===== config.mk =====
export PLATFORM = sky130hd
export DESIGN_NAME = noncomp_fmt_slice
export DESIGN_NICKNAME = d
export VERILOG_FILES = /design/src/hw/fpslice_pkg.sv /design/src/hw/fp_classifier.sv /design/src/hw/noncomp_fmt_slice.sv /design/src/hw/noncomp_lane.sv /design/src/hw/slice_collect.sv
export VERILOG_INCLUDE_DIRS = /design/src /design/src/hw
export SDC_FILE = /design/constraint.sdc
export NUM_CORES = 1
export LEC_CHECK = 0
export BUFFER_PORTS_ARGS = -buffer_cell sky130_fd_sc_hd__buf_2
export CAP_MARGIN = 10
export CORE_MARGIN = 2
export CORE_UTILIZATION = 50
export DETAILED_ROUTE_END_ITERATION = 10
export GPL_TIMING_DRIVEN = 1
export PLACE_DENSITY = 0.79
export SETUP_SLACK_MARGIN = 0.05
export SLEW_MARGIN = 20
export SYNTH_ARGS = -nofsm -noshare
export SYNTH_HDL_FRONTEND = slang
export SYNTH_SLANG_ARGS = --single-unit

===== constraint.sdc =====
create_clock -name clk_i -period 2.85 [get_ports clk_i]
set_clock_uncertainty 0.15 [all_clocks]
set_input_delay 0.57 -clock clk_i [delete_from_list [all_inputs] [get_ports clk_i]]
set_output_delay 0.57 -clock clk_i [all_outputs]
set_load 0.02 [all_outputs]

===== src/hw/fpslice_settings.svh =====
`ifndef FPSLICE_SETTINGS_SVH
`define FPSLICE_SETTINGS_SVH

// Slice geometry
`define SLICE_WIDTH   64
`define FP_WIDTH      16
`define NUM_LANES     4
`define NUM_OPERANDS  2

// FP16 field widths
`define EXP_WIDTH     5
`define MAN_WIDTH     10

// Sideband
`define TAG_WIDTH     4

// Classification
`define NUM_CLASSES   10
`define CLASS_BLOCK   8   // Bits per lane in a vectorial classify

// Canonical quiet NaN for FP16
`define CANON_NAN     16'h7E00

`endif


===== src/hw/fpslice_pkg.sv =====
`include "fpslice_settings.svh"

package fpslice_pkg;

  // ----------------------------------------
  // Operation select
  // ----------------------------------------
  typedef enum logic [1:0] {
    SGNJ     = 2'd0,
    MINMAX   = 2'd1,
    CLASSIFY = 2'd2
  } op_e;

  // Rounding mode field, reused as the operation variant
  typedef enum logic [2:0] {
    RNE = 3'b000,  // SGNJ: inject, MINMAX: min
    RTZ = 3'b001,  // SGNJ: negated inject, MINMAX: max
    RDN = 3'b010,  // SGNJ: XOR inject
    RUP = 3'b011,
    RMM = 3'b100,
    DYN = 3'b111
  } roundmode_e;

  // One-hot class of a single value
  typedef enum logic [`NUM_CLASSES-1:0] {
    NEGINF     = 10'b00_0000_0001,
    NEGNORM    = 10'b00_0000_0010,
    NEGSUBNORM = 10'b00_0000_0100,
    NEGZERO    = 10'b00_0000_1000,
    POSZERO    = 10'b00_0001_0000,
    POSSUBNORM = 10'b00_0010_0000,
    POSNORM    = 10'b00_0100_0000,
    POSINF     = 10'b00_1000_0000,
    SNAN       = 10'b01_0000_0000,
    QNAN       = 10'b10_0000_0000
  } classmask_e;

  // IEEE exception flags
  typedef struct packed {
    logic nv;  // Invalid
    logic dz;  // Divide by zero
    logic of;  // Overflow
    logic uf;  // Underflow
    logic nx;  // Inexact
  } status_t;

  // ----------------------------------------
  // FP16 views
  // ----------------------------------------
  typedef struct packed {
    logic                  sign;
    logic [`EXP_WIDTH-1:0] exponent;
    logic [`MAN_WIDTH-1:0] mantissa;
  } fp16_fields_t;

  typedef union packed {
    logic [`FP_WIDTH-1:0] raw;
    fp16_fields_t         fields;
  } fp16_u;

  // ----------------------------------------
  // Lane transport
  // ----------------------------------------
  typedef struct packed {
    logic [`NUM_OPERANDS-1:0][`FP_WIDTH-1:0] operands;
    op_e                                     op;
    roundmode_e                              rnd_mode;
    logic                                    op_mod;
    logic                                    mask;       // SIMD mask bit of this lane
    logic                                    vectorial;
    logic [`TAG_WIDTH-1:0]                   tag;
  } lane_req_t;

  typedef struct packed {
    logic [`FP_WIDTH-1:0]  result;
    status_t               status;
    logic                  ext_bit;
    classmask_e            class_mask;
    logic                  is_class;
    logic                  mask;
    logic                  vectorial;
    logic [`TAG_WIDTH-1:0] tag;
  } lane_rsp_t;

endpackage


===== src/hw/fp_classifier.sv =====
`timescale 1ns/100ps
`include "fpslice_settings.svh"

module fp_classifier import fpslice_pkg::*; (
  input  fp16_u      value_i,
  output classmask_e class_o,
  output logic       is_nan_o,
  output logic       is_snan_o
);

  logic exp_zero;
  logic exp_ones;
  logic man_zero;
  logic sign;

  // Field decode
  assign sign     = value_i.fields.sign;
  assign exp_zero = (value_i.fields.exponent == '0);
  assign exp_ones = &value_i.fields.exponent;
  assign man_zero = (value_i.fields.mantissa == '0);

  assign is_nan_o  = exp_ones & ~man_zero;
  // Quiet bit is the mantissa MSB
  assign is_snan_o = is_nan_o & ~value_i.fields.mantissa[`MAN_WIDTH-1];

  // ----------------------------------------
  // Exactly one class per value
  // ----------------------------------------
  always_comb begin : classify
    if (is_nan_o) begin
      class_o = is_snan_o ? SNAN : QNAN;  // Sign ignored for NaNs
    end else if (exp_ones) begin
      class_o = sign ? NEGINF : POSINF;
    end else if (exp_zero && man_zero) begin
      class_o = sign ? NEGZERO : POSZERO;
    end else if (exp_zero) begin
      class_o = sign ? NEGSUBNORM : POSSUBNORM;
    end else begin
      class_o = sign ? NEGNORM : POSNORM;
    end
  end

endmodule


===== src/hw/noncomp_fmt_slice.sv =====
`timescale 1ns/100ps
`include "fpslice_settings.svh"

module noncomp_fmt_slice import fpslice_pkg::*; (
  input  logic                                      clk_i,
  input  logic                                      rst_n_i,
  input  logic [`NUM_OPERANDS-1:0][`SLICE_WIDTH-1:0] operands_i,
  input  roundmode_e                                rnd_mode_i,
  input  op_e                                       op_i,
  input  logic                                      op_mod_i,
  input  logic                                      vectorial_op_i,
  input  logic [`TAG_WIDTH-1:0]                     tag_i,
  input  logic [`NUM_LANES-1:0]                     simd_mask_i,
  input  logic                                      in_valid_i,
  output logic                                      in_ready_o,
  input  logic                                      flush_i,
  output logic [`SLICE_WIDTH-1:0]                   result_o,
  output status_t                                   status_o,
  output logic                                      extension_bit_o,
  output logic [`TAG_WIDTH-1:0]                     tag_o,
  output logic                                      out_valid_o,
  input  logic                                      out_ready_i,
  output logic                                      busy_o
);

  lane_req_t [`NUM_LANES-1:0] lane_req;
  lane_rsp_t [`NUM_LANES-1:0] lane_rsp;
  logic      [`NUM_LANES-1:0] lane_in_valid;
  logic      [`NUM_LANES-1:0] lane_in_ready;
  logic      [`NUM_LANES-1:0] lane_out_valid;
  logic      [`NUM_LANES-1:0] lane_out_ready;
  logic      [`NUM_LANES-1:0] lane_valid;  // Valid as seen by the collector
  logic      [`NUM_LANES-1:0] lane_busy;
  logic                       result_is_vector;

  assign result_is_vector = lane_rsp[0].vectorial;

  // ----------------------------------------
  // Lanes
  // ----------------------------------------
  for (genvar lane = 0; lane < `NUM_LANES; lane++) begin : g_lane
    always_comb begin : build_req
      for (int i = 0; i < `NUM_OPERANDS; i++) begin
        lane_req[lane].operands[i] = operands_i[i][lane*`FP_WIDTH +: `FP_WIDTH];
      end
      lane_req[lane].op        = op_i;
      lane_req[lane].rnd_mode  = rnd_mode_i;
      lane_req[lane].op_mod    = op_mod_i;
      lane_req[lane].mask      = simd_mask_i[lane];
      lane_req[lane].vectorial = vectorial_op_i;
      lane_req[lane].tag       = tag_i;
    end

    // Upper lanes only take part in vectorial operations
    assign lane_in_valid[lane]  = in_valid_i & ((lane == 0) | vectorial_op_i);
    assign lane_out_ready[lane] = out_ready_i & ((lane == 0) | result_is_vector);
    assign lane_valid[lane]     = lane_out_valid[lane] & ((lane == 0) | result_is_vector);

    noncomp_lane u_lane (
      .clk_i       (clk_i),
      .rst_n_i     (rst_n_i),
      .flush_i     (flush_i),
      .req_i       (lane_req[lane]),
      .in_valid_i  (lane_in_valid[lane]),
      .in_ready_o  (lane_in_ready[lane]),
      .rsp_o       (lane_rsp[lane]),
      .out_valid_o (lane_out_valid[lane]),
      .out_ready_i (lane_out_ready[lane]),
      .busy_o      (lane_busy[lane])
    );
  end

  // ----------------------------------------
  // Output side
  // ----------------------------------------
  slice_collect u_collect (
    .rsp_i           (lane_rsp),
    .lane_valid_i    (lane_valid),
    .result_o        (result_o),
    .status_o        (status_o),
    .extension_bit_o (extension_bit_o),
    .tag_o           (tag_o)
  );

  assign in_ready_o  = lane_in_ready[0];   // Lanes move in lock step
  assign out_valid_o = lane_out_valid[0];
  assign busy_o      = |lane_busy;

endmodule


===== src/hw/noncomp_lane.sv =====
`timescale 1ns/100ps
`include "fpslice_settings.svh"

module noncomp_lane import fpslice_pkg::*; (
  input  logic      clk_i,
  input  logic      rst_n_i,
  input  logic      flush_i,
  input  lane_req_t req_i,
  input  logic      in_valid_i,
  output logic      in_ready_o,
  output lane_rsp_t rsp_o,
  output logic      out_valid_o,
  input  logic      out_ready_i,
  output logic      busy_o
);

  fp16_u                op_a;
  fp16_u                op_b;
  classmask_e           class_a;
  logic                 nan_a;
  logic                 nan_b;
  logic                 snan_a;
  logic                 snan_b;
  logic                 sgnj_sign;
  logic [`FP_WIDTH-1:0] sgnj_result;
  logic                 a_lt_b;
  logic                 pick_a;
  logic [`FP_WIDTH-1:0] minmax_result;
  lane_rsp_t            rsp_d;
  lane_rsp_t            rsp_q;
  logic                 valid_q;
  logic                 load;

  assign op_a.raw = req_i.operands[0];
  assign op_b.raw = req_i.operands[1];

  fp_classifier u_class_a (
    .value_i   (op_a),
    .class_o   (class_a),
    .is_nan_o  (nan_a),
    .is_snan_o (snan_a)
  );

  // Only the NaN kinds of b matter
  fp_classifier u_class_b (
    .value_i   (op_b),
    .class_o   (),
    .is_nan_o  (nan_b),
    .is_snan_o (snan_b)
  );

  // ----------------------------------------
  // Sign injection
  // ----------------------------------------
  always_comb begin : sign_injection
    unique case (req_i.rnd_mode)
      RNE:     sgnj_sign = op_b.raw[`FP_WIDTH-1];                        // J
      RTZ:     sgnj_sign = ~op_b.raw[`FP_WIDTH-1];                       // JN
      RDN:     sgnj_sign = op_a.raw[`FP_WIDTH-1] ^ op_b.raw[`FP_WIDTH-1]; // JX
      default: sgnj_sign = op_a.raw[`FP_WIDTH-1];                        // Plain move
    endcase
  end

  assign sgnj_result = {sgnj_sign, op_a.raw[`FP_WIDTH-2:0]};

  // ----------------------------------------
  // Min / max
  // ----------------------------------------
  // Sign-magnitude ordering, -0 below +0
  always_comb begin : order
    if (op_a.raw[`FP_WIDTH-1] != op_b.raw[`FP_WIDTH-1]) begin
      a_lt_b = op_a.raw[`FP_WIDTH-1];
    end else if (op_a.raw[`FP_WIDTH-1]) begin
      a_lt_b = op_a.raw[`FP_WIDTH-2:0] > op_b.raw[`FP_WIDTH-2:0];
    end else begin
      a_lt_b = op_a.raw[`FP_WIDTH-2:0] < op_b.raw[`FP_WIDTH-2:0];
    end
  end

  assign pick_a = (req_i.rnd_mode == RTZ) ? ~a_lt_b : a_lt_b;  // RTZ selects max

  always_comb begin : min_max
    if (nan_a && nan_b) begin
      minmax_result = `CANON_NAN;
    end else if (nan_a) begin
      minmax_result = op_b.raw;
    end else if (nan_b) begin
      minmax_result = op_a.raw;
    end else begin
      minmax_result = pick_a ? op_a.raw : op_b.raw;
    end
  end

  // ----------------------------------------
  // Result select
  // ----------------------------------------
  always_comb begin : select_result
    rsp_d            = '0;
    rsp_d.class_mask = class_a;
    rsp_d.mask       = req_i.mask;
    rsp_d.vectorial  = req_i.vectorial;
    rsp_d.tag        = req_i.tag;
    unique case (req_i.op)
      SGNJ: begin
        rsp_d.result  = sgnj_result;
        // op_mod turns NaN boxing into sign extension
        rsp_d.ext_bit = req_i.op_mod ? sgnj_sign : 1'b1;
      end
      MINMAX: begin
        rsp_d.result    = minmax_result;
        rsp_d.status.nv = snan_a | snan_b;
        rsp_d.ext_bit   = 1'b1;
      end
      CLASSIFY: begin
        rsp_d.is_class = 1'b1;
        rsp_d.ext_bit  = 1'b0;
      end
      default: begin
        rsp_d.ext_bit = 1'b1;
      end
    endcase
  end

  // ----------------------------------------
  // Output register
  // ----------------------------------------
  assign in_ready_o = ~valid_q | out_ready_i;  // Empty or draining
  assign load       = in_valid_i & in_ready_o;

  always_ff @(posedge clk_i) begin
    if (!rst_n_i) begin
      valid_q <= 1'b0;
    end else if (flush_i) begin
      valid_q <= 1'b0;
    end else if (load) begin
      valid_q <= 1'b1;
    end else if (out_ready_i) begin
      valid_q <= 1'b0;
    end
  end

  always_ff @(posedge clk_i) begin
    if (load) begin
      rsp_q <= rsp_d;
    end
  end

  assign rsp_o       = rsp_q;
  assign out_valid_o = valid_q;
  assign busy_o      = valid_q;

endmodule


===== src/hw/slice_collect.sv =====
`timescale 1ns/100ps
`include "fpslice_settings.svh"

module slice_collect import fpslice_pkg::*; (
  input  lane_rsp_t [`NUM_LANES-1:0]   rsp_i,
  input  logic      [`NUM_LANES-1:0]   lane_valid_i,
  output logic      [`SLICE_WIDTH-1:0] result_o,
  output status_t                      status_o,
  output logic                         extension_bit_o,
  output logic      [`TAG_WIDTH-1:0]   tag_o
);

  localparam int unsigned CLASS_BITS = `NUM_LANES * `CLASS_BLOCK;

  logic [`SLICE_WIDTH-1:0] regular_result;
  logic [`SLICE_WIDTH-1:0] class_result;
  logic [`SLICE_WIDTH-1:0] vec_class_result;
  logic [CLASS_BITS-1:0]   class_blocks;

  // ----------------------------------------
  // Per-lane fields
  // ----------------------------------------
  for (genvar lane = 0; lane < `NUM_LANES; lane++) begin : g_lane
    classmask_e cls;
    logic       neg;

    assign cls = rsp_i[lane].class_mask;
    assign neg = cls inside {NEGINF, NEGNORM, NEGSUBNORM, NEGZERO};

    // Idle lanes are NaN-boxed from lane 0
    assign regular_result[lane*`FP_WIDTH +: `FP_WIDTH] =
        lane_valid_i[lane] ? rsp_i[lane].result : {`FP_WIDTH{rsp_i[0].ext_bit}};

    assign class_blocks[lane*`CLASS_BLOCK +: `CLASS_BLOCK] = {
      neg,                                   // 7
      ~neg,                                  // 6
      cls == QNAN,                           // 5
      cls == SNAN,                           // 4
      (cls == POSZERO) || (cls == NEGZERO),  // 3
      (cls == POSSUBNORM) || (cls == NEGSUBNORM),
      (cls == POSNORM) || (cls == NEGNORM),
      (cls == POSINF) || (cls == NEGINF)     // 0
    };
  end

  // ----------------------------------------
  // Result select
  // ----------------------------------------
  assign vec_class_result = {{(`SLICE_WIDTH - CLASS_BITS){1'b0}}, class_blocks};

  // Scalar classify keeps the full one-hot mask
  assign class_result = rsp_i[0].vectorial ? vec_class_result
                      : {{(`SLICE_WIDTH - `NUM_CLASSES){1'b0}}, rsp_i[0].class_mask};

  assign result_o        = rsp_i[0].is_class ? class_result : regular_result;
  assign extension_bit_o = rsp_i[0].ext_bit;
  assign tag_o           = rsp_i[0].tag;  // Upper lane tags are copies

  // Collapse lane flags under the SIMD mask
  always_comb begin : collapse_status
    status_t acc;
    acc = '0;
    for (int i = 0; i < `NUM_LANES; i++) begin
      if (lane_valid_i[i] && rsp_i[i].mask) begin
        acc = acc | rsp_i[i].status;
      end
    end
    status_o = acc;
  end

endmodule

After elaboration in Yosys (flattened, before gate mapping). Cells that the tools add are included.

Mux-type cells: 91. Order comparisons: 8. Equality and inequality tests: 48. Reductions and logical operators: 60. Bitwise logic cells: 73.

Operator list (count): 16-bit 2-to-1 mux (20); 16-bit one-hot mux with 2 select lines (4); 7-bit 2-to-1 mux (12); 10-bit zero test (8); 10-bit 2-to-1 mux (8); 64-bit 2-to-1 mux (1); 8-bit 2-to-1 mux (8); 15-bit > comparator (4); 15-bit < comparator (4); 10-bit by 1-bit == test with 1-bit output, second input constant (4); 10-bit == test, second input constant (4); 10-bit by 2-bit == test with 1-bit output, second input constant (4); 10-bit by 3-bit == test with 1-bit output, second input constant (4); 10-bit by 4-bit == test with 1-bit output, second input constant (4); 10-bit by 5-bit == test with 1-bit output, second input constant (4); 10-bit by 6-bit == test with 1-bit output, second input constant (4); 10-bit by 7-bit == test with 1-bit output, second input constant (4); 10-bit by 8-bit == test with 1-bit output, second input constant (4); 10-bit by 9-bit == test with 1-bit output, second input constant (4); 5-bit 2-to-1 mux (8); 5-bit AND reduction (8); 1-bit NOT (33); 32-bit 2-to-1 mux (1); 1-bit AND (25); 21 further kinds (96).

Input port bits: 148. Output and inout port bits: 77. Logic and storage cells: 304. Bits in registers: 123.

Longest topological paths before layout.
Depth in word-level cells: 10. Gate-level depth with buffers: 11. Mapped depth without buffers: 10.

Modules after synthesis. From an unflattened synthesis, not the netlist that was laid out.

Cell total of the unflattened synthesis: 1207. Area, all modules: 11202.0 um^2.

By module, submodules not included: noncomp_lane (cells each 174, sequential area each 1071.0 um^2, area an instance 2038.2 um^2, instances 4); slice_collect (cells each 321, sequential area each 0.0 um^2, area an instance 1849.3 um^2, instances 1); fp_classifier (cells each 23, sequential area each 0.0 um^2, area an instance 145.1 um^2, instances 8); noncomp_fmt_slice (cells each 6, sequential area each 0.0 um^2, area an instance 38.8 um^2, instances 1).

Least setup slack after synthesis. Ideal clock, no wire load.

Kind: input -> register. From: input port operands_i[116] in the netlist's numbering. To: register g_lane[3].u_lane.rsp_q (netlist bit g_lane[3].u_lane.rsp_o[38]), data pin. Cell stages on the path: 10. Setup slack: -0.245 ns. Required time: 2.439 ns. Arrival: 2.684 ns. Buffers on the path: 0. Path through: inv_1 -> ha_1 -> a211o_1 -> a21oi_2 -> a21oi_1 -> or4_4 -> a21oi_2 -> xnor2_1 -> a211oi_4 -> a221o_1.

RTL lines: from (decl) (RTL line noncomp_fmt_slice.sv:7) `` input logic [`NUM_OPERANDS-1:0][`SLICE_WIDTH-1:0] operands_i, ``; to (signal assigned) (RTL line noncomp_lane.sv:144) `rsp_q <= rsp_d;`; to (decl) (RTL line noncomp_lane.sv:30) `lane_rsp_t rsp_q;`.

Final worst setup path.
From: register g_lane[3].u_lane.rsp_q (netlist bit g_lane[3].u_lane.rsp_o[8]). To: output port result_o[24].

Longest elaborated chain between the ends: 4. Elaborated cells between the ends (all ways): 5. Classes of those cells: 2 x eq/ne; 2 x mux; 1 x reduce/logical.

RTL lines: 10-bit by 8-bit == test with 1-bit output or 10-bit by 1-bit == test with 1-bit output (tied branches) (RTL line slice_collect.sv:42) `(cls == POSINF) || (cls == NEGINF)`; 1-bit logical OR (*) (RTL line slice_collect.sv:42); 32-bit 2-to-1 mux (*) (RTL line slice_collect.sv:52) `assign class_result = rsp_i[0].vectorial ? vec_class_result`; 64-bit 2-to-1 mux (*) (RTL line slice_collect.sv:55) `assign result_o = rsp_i[0].is_class ? class_result : regular_result;`; to (decl) (RTL line noncomp_fmt_slice.sv:17) `` output logic [`SLICE_WIDTH-1:0] result_o, ``.

Mark *: on every way between the ends. The rest lies on a longest branch, timed or not.

==> out/qor.csv <==
metric,value,unit
initial_core_util,0.507,
fp.dieH,139,microns
cts.path.max_buffers,2,
rrSetupSlack,0.82,ns
synth_cell_type_count,71,
synth-main-ff-cell,edfxtp_1,
gp_congestion,1.00,
ir_worst_vdd,0.448,mV
worst_slack,-0.581,ns
hp-class,primary input to flip-flop,
cp_common_cell,or3_4,
clk_pin_slew_worst_paths,0.06,ns
drive_above_1_share,0.440,
leakage,0.00598,uW
fin_nets,1651,
syn_inst,1007,
cts.htree.levels,4,
wl,35500,microns
synthArstFlopShare,0,
powerDensity,429,nW/um^2
rows,49,
comb_power_share,0.279,
finalHoldViolCount,0,
cts_buffers,17,
place_area,12000,sq um
whs_path_depth,1,
cts_tree,done,
dieArea,19200,sq um
io-pin-count,225,
arrival,2.71,ns
min_period,3.43,ns
worst-path-max-fanout,2,
total_power,5970,uW
ys_ff_latch,123,
p_int,4130,uW
dp_hpwl,23200,microns
fin_cells,1686,
yosysTopAreaCellShare,0.394,
critPathLaunch,g_lane[3].u_lane.rsp_o[8],
final_antenna_net_count,0,
worst_hold_slack,0.167,ns
end_kind,primary output,
ys_warn_count,0,
max_slew.worst_pin.slew,0.543,ns
hp-start,tag_i[1],
ys_seq_area_frac,0.403,
vias,10600,
worstSetupEndpoint,result_o[24],
synth_area,9070,sq um
rr_worst_depth,4,
rsz0062_at_grt,yes,
netlist_top_cells_count,"edfxtp_1 (119), inv_1 (91), a21oi_1 (90), nor2_1 (64), ha_1 (60)",
netSwitchingPower,1840,uW
clockRootBuffer,clkbuf_16,
crit_path_cell_trace,or3_4 -> or4_4 -> or3_4 -> o32ai_4 -> a22oi_2 -> o21ai_2 -> buf_6,
cts_hold_buffers,0,
r2r_end,g_lane[1].u_lane.rsp_o[8],
dpl_worst_slack,-0.456,ns
grt_max_degree,58,
dr.pass1.iters,7,
grt_pass1_vias,9866,
relSlewSlack,0.637,
clock_sinks,123,
viasPerCell,6.31,
violations,setup timing,
area_growth,53.3,%
synth.most_common_cell,edfxtp_1,
slowest_delay,0.43,ns
startpoint_type,flip-flop,
grt_usage,0.320,
wl_per_cell,21.1,microns
finalCritPeriodShare,1.20,
synth_area_leader_cell,edfxtp_1,
synth_edf_count,119,
antenna_found_initial,1,
port-buffer-count,220,
outcome,"complete, but fails checks",
syn_area_per_cell,9.01,sq um
pwr-share-seq,0.365,
synthTopCellsByArea,"edfxtp_1 (39%), ha_1 (8.3%), a21oi_1 (5.0%), inv_1 (3.8%), a22o_1 (3.7%)",
fmax,291,MHz
max-cap-violations,0,
p_clk_frac,0.356,
grt_first_pass_wirelength,49500,microns
setup_viol,43,
design.core.area,17900,sq um
drc_errors,0,
swShare,0.308,
die_w,139,microns
setup.worst_path.class,flip-flop to primary output,
drv_slew,0,
required,2.13,ns
drt_iter0_drc,1192,
rr_startpoint,g_lane[0].u_lane.rsp_o[4],
crit_slowest_cell,or4_4,
clk_latency,0.42,ns
dp_cells,1604,
grt-ovfl-total,0,
final_area,13900,sq um
## cells by family after synthesis
family / share of synthesized area
simple gates: 0.209
compound gates: 0.223
other cells: 0.000413
mux: 0.00883
buf+inv: 0.0647
fa+ha+maj: 0.0828
xor+xnor: 0.00869
flops: 0.403
## registers in the layout, indices dropped and copies added (netlist names)
signal	count
g_lane.u_lane.rsp_o	119
g_lane.u_lane.busy_o	4
## cell type report
type / instances / area, sq um
antenna: 1 / 2.50
clock buffer: 18 / 429
clock inverter: 14 / 145
fill: 1130 / 4000
inverter: 92 / 363
multi-input combinational: 742 / 5830
sequential: 123 / 3650
tap: 229 / 287
timing repair buffer: 467 / 3200
## worst min-delay path by stage
| stage | endpoint | slack (ns) |
|---|---|---|
| after CTS | g_lane[0].u_lane.rsp_o[3] | 0.17 |
| after global placement | g_lane[3].u_lane.busy_o | 0.36 |
| after floorplan | g_lane[1].u_lane.busy_o | 0.47 |
| final | g_lane[0].u_lane.rsp_o[1] | 0.17 |
| after detailed placement | g_lane[3].u_lane.busy_o | 0.38 |
| after global routing | g_lane[3].u_lane.rsp_o[5] | 0.16 |
## through the flow
step | TNS [ns] | utilization
2_1_floorplan | -0.569 | -
3_3_place_gp | -14.46 | 0.669
3_5_place_dp | -20.93 | 0.669
4_1_cts | -2.43 | 0.736
5_1_grt | -8.04 | 0.777
6_report | -5.50 | 0.777
## layout by cell type (no fill, tap or decap), types with 9 or more instances in the layout
master / synthesis / routed
nand3_1: 56 / 55
ha_4: 0 / 11
nor2_1: 64 / 59
o21ai_2: 0 / 9
a22o_1: 38 / 38
edfxtp_1: 119 / 119
nor3_1: 34 / 29
buf_6: 0 / 21
buf_2: 1 / 180
inv_2: 0 / 9
a21oi_2: 2 / 9
nand2b_1: 21 / 20
buf_4: 9 / 260
nand2_1: 56 / 50
o21ai_1: 1 / 19
inv_1: 91 / 78
nand4_1: 31 / 31
a21oi_1: 90 / 81
a211oi_1: 18 / 14
nor4_1: 27 / 16
clkbuf_16: 0 / 17
ha_1: 60 / 48
a31oi_1: 15 / 14
and3_1: 19 / 18
o21ai_0: 44 / 17
## worst max-delay path, delay by kind of cell (launching register included)
| family | cells | cell delay [ns] |
|---|---|---|
| AND/OR/NAND/NOR | 3 | 1.21 |
| AO/OA/AOI/OAI | 3 | 0.54 |
| flip-flops | 1 | 0.39 |
| buffers and inverters | 1 | 0.14 |
## routing by layer
metal / track usage / part of all wire
met1: 0.382 / 0.35
met2: 0.557 / 0.49
met3: 0.0670 / 0.10
met4: 0.149 / 0.054
met5: 0 / 0
## repair_timing
action,in CTS,in global routing
pin swaps,40,56
cloned,0,2
buffers inserted,28,27
gates resized for setup,91,124
hold endpoints to repair,0,0
endpoints found under the setup margin,67,110
## power groups by stage
stage               clock network [uW]  logic, uW  registers, uW
global route                      2190       1770           2190
finish                            2120       1670           2180
global placement                     0       1340           2200
floorplan                            0        750           2190
CTS                               2100       1460           2170
detailed placement                   0       1380           2200
Note: power is estimated with default switching activity, not from simulation.
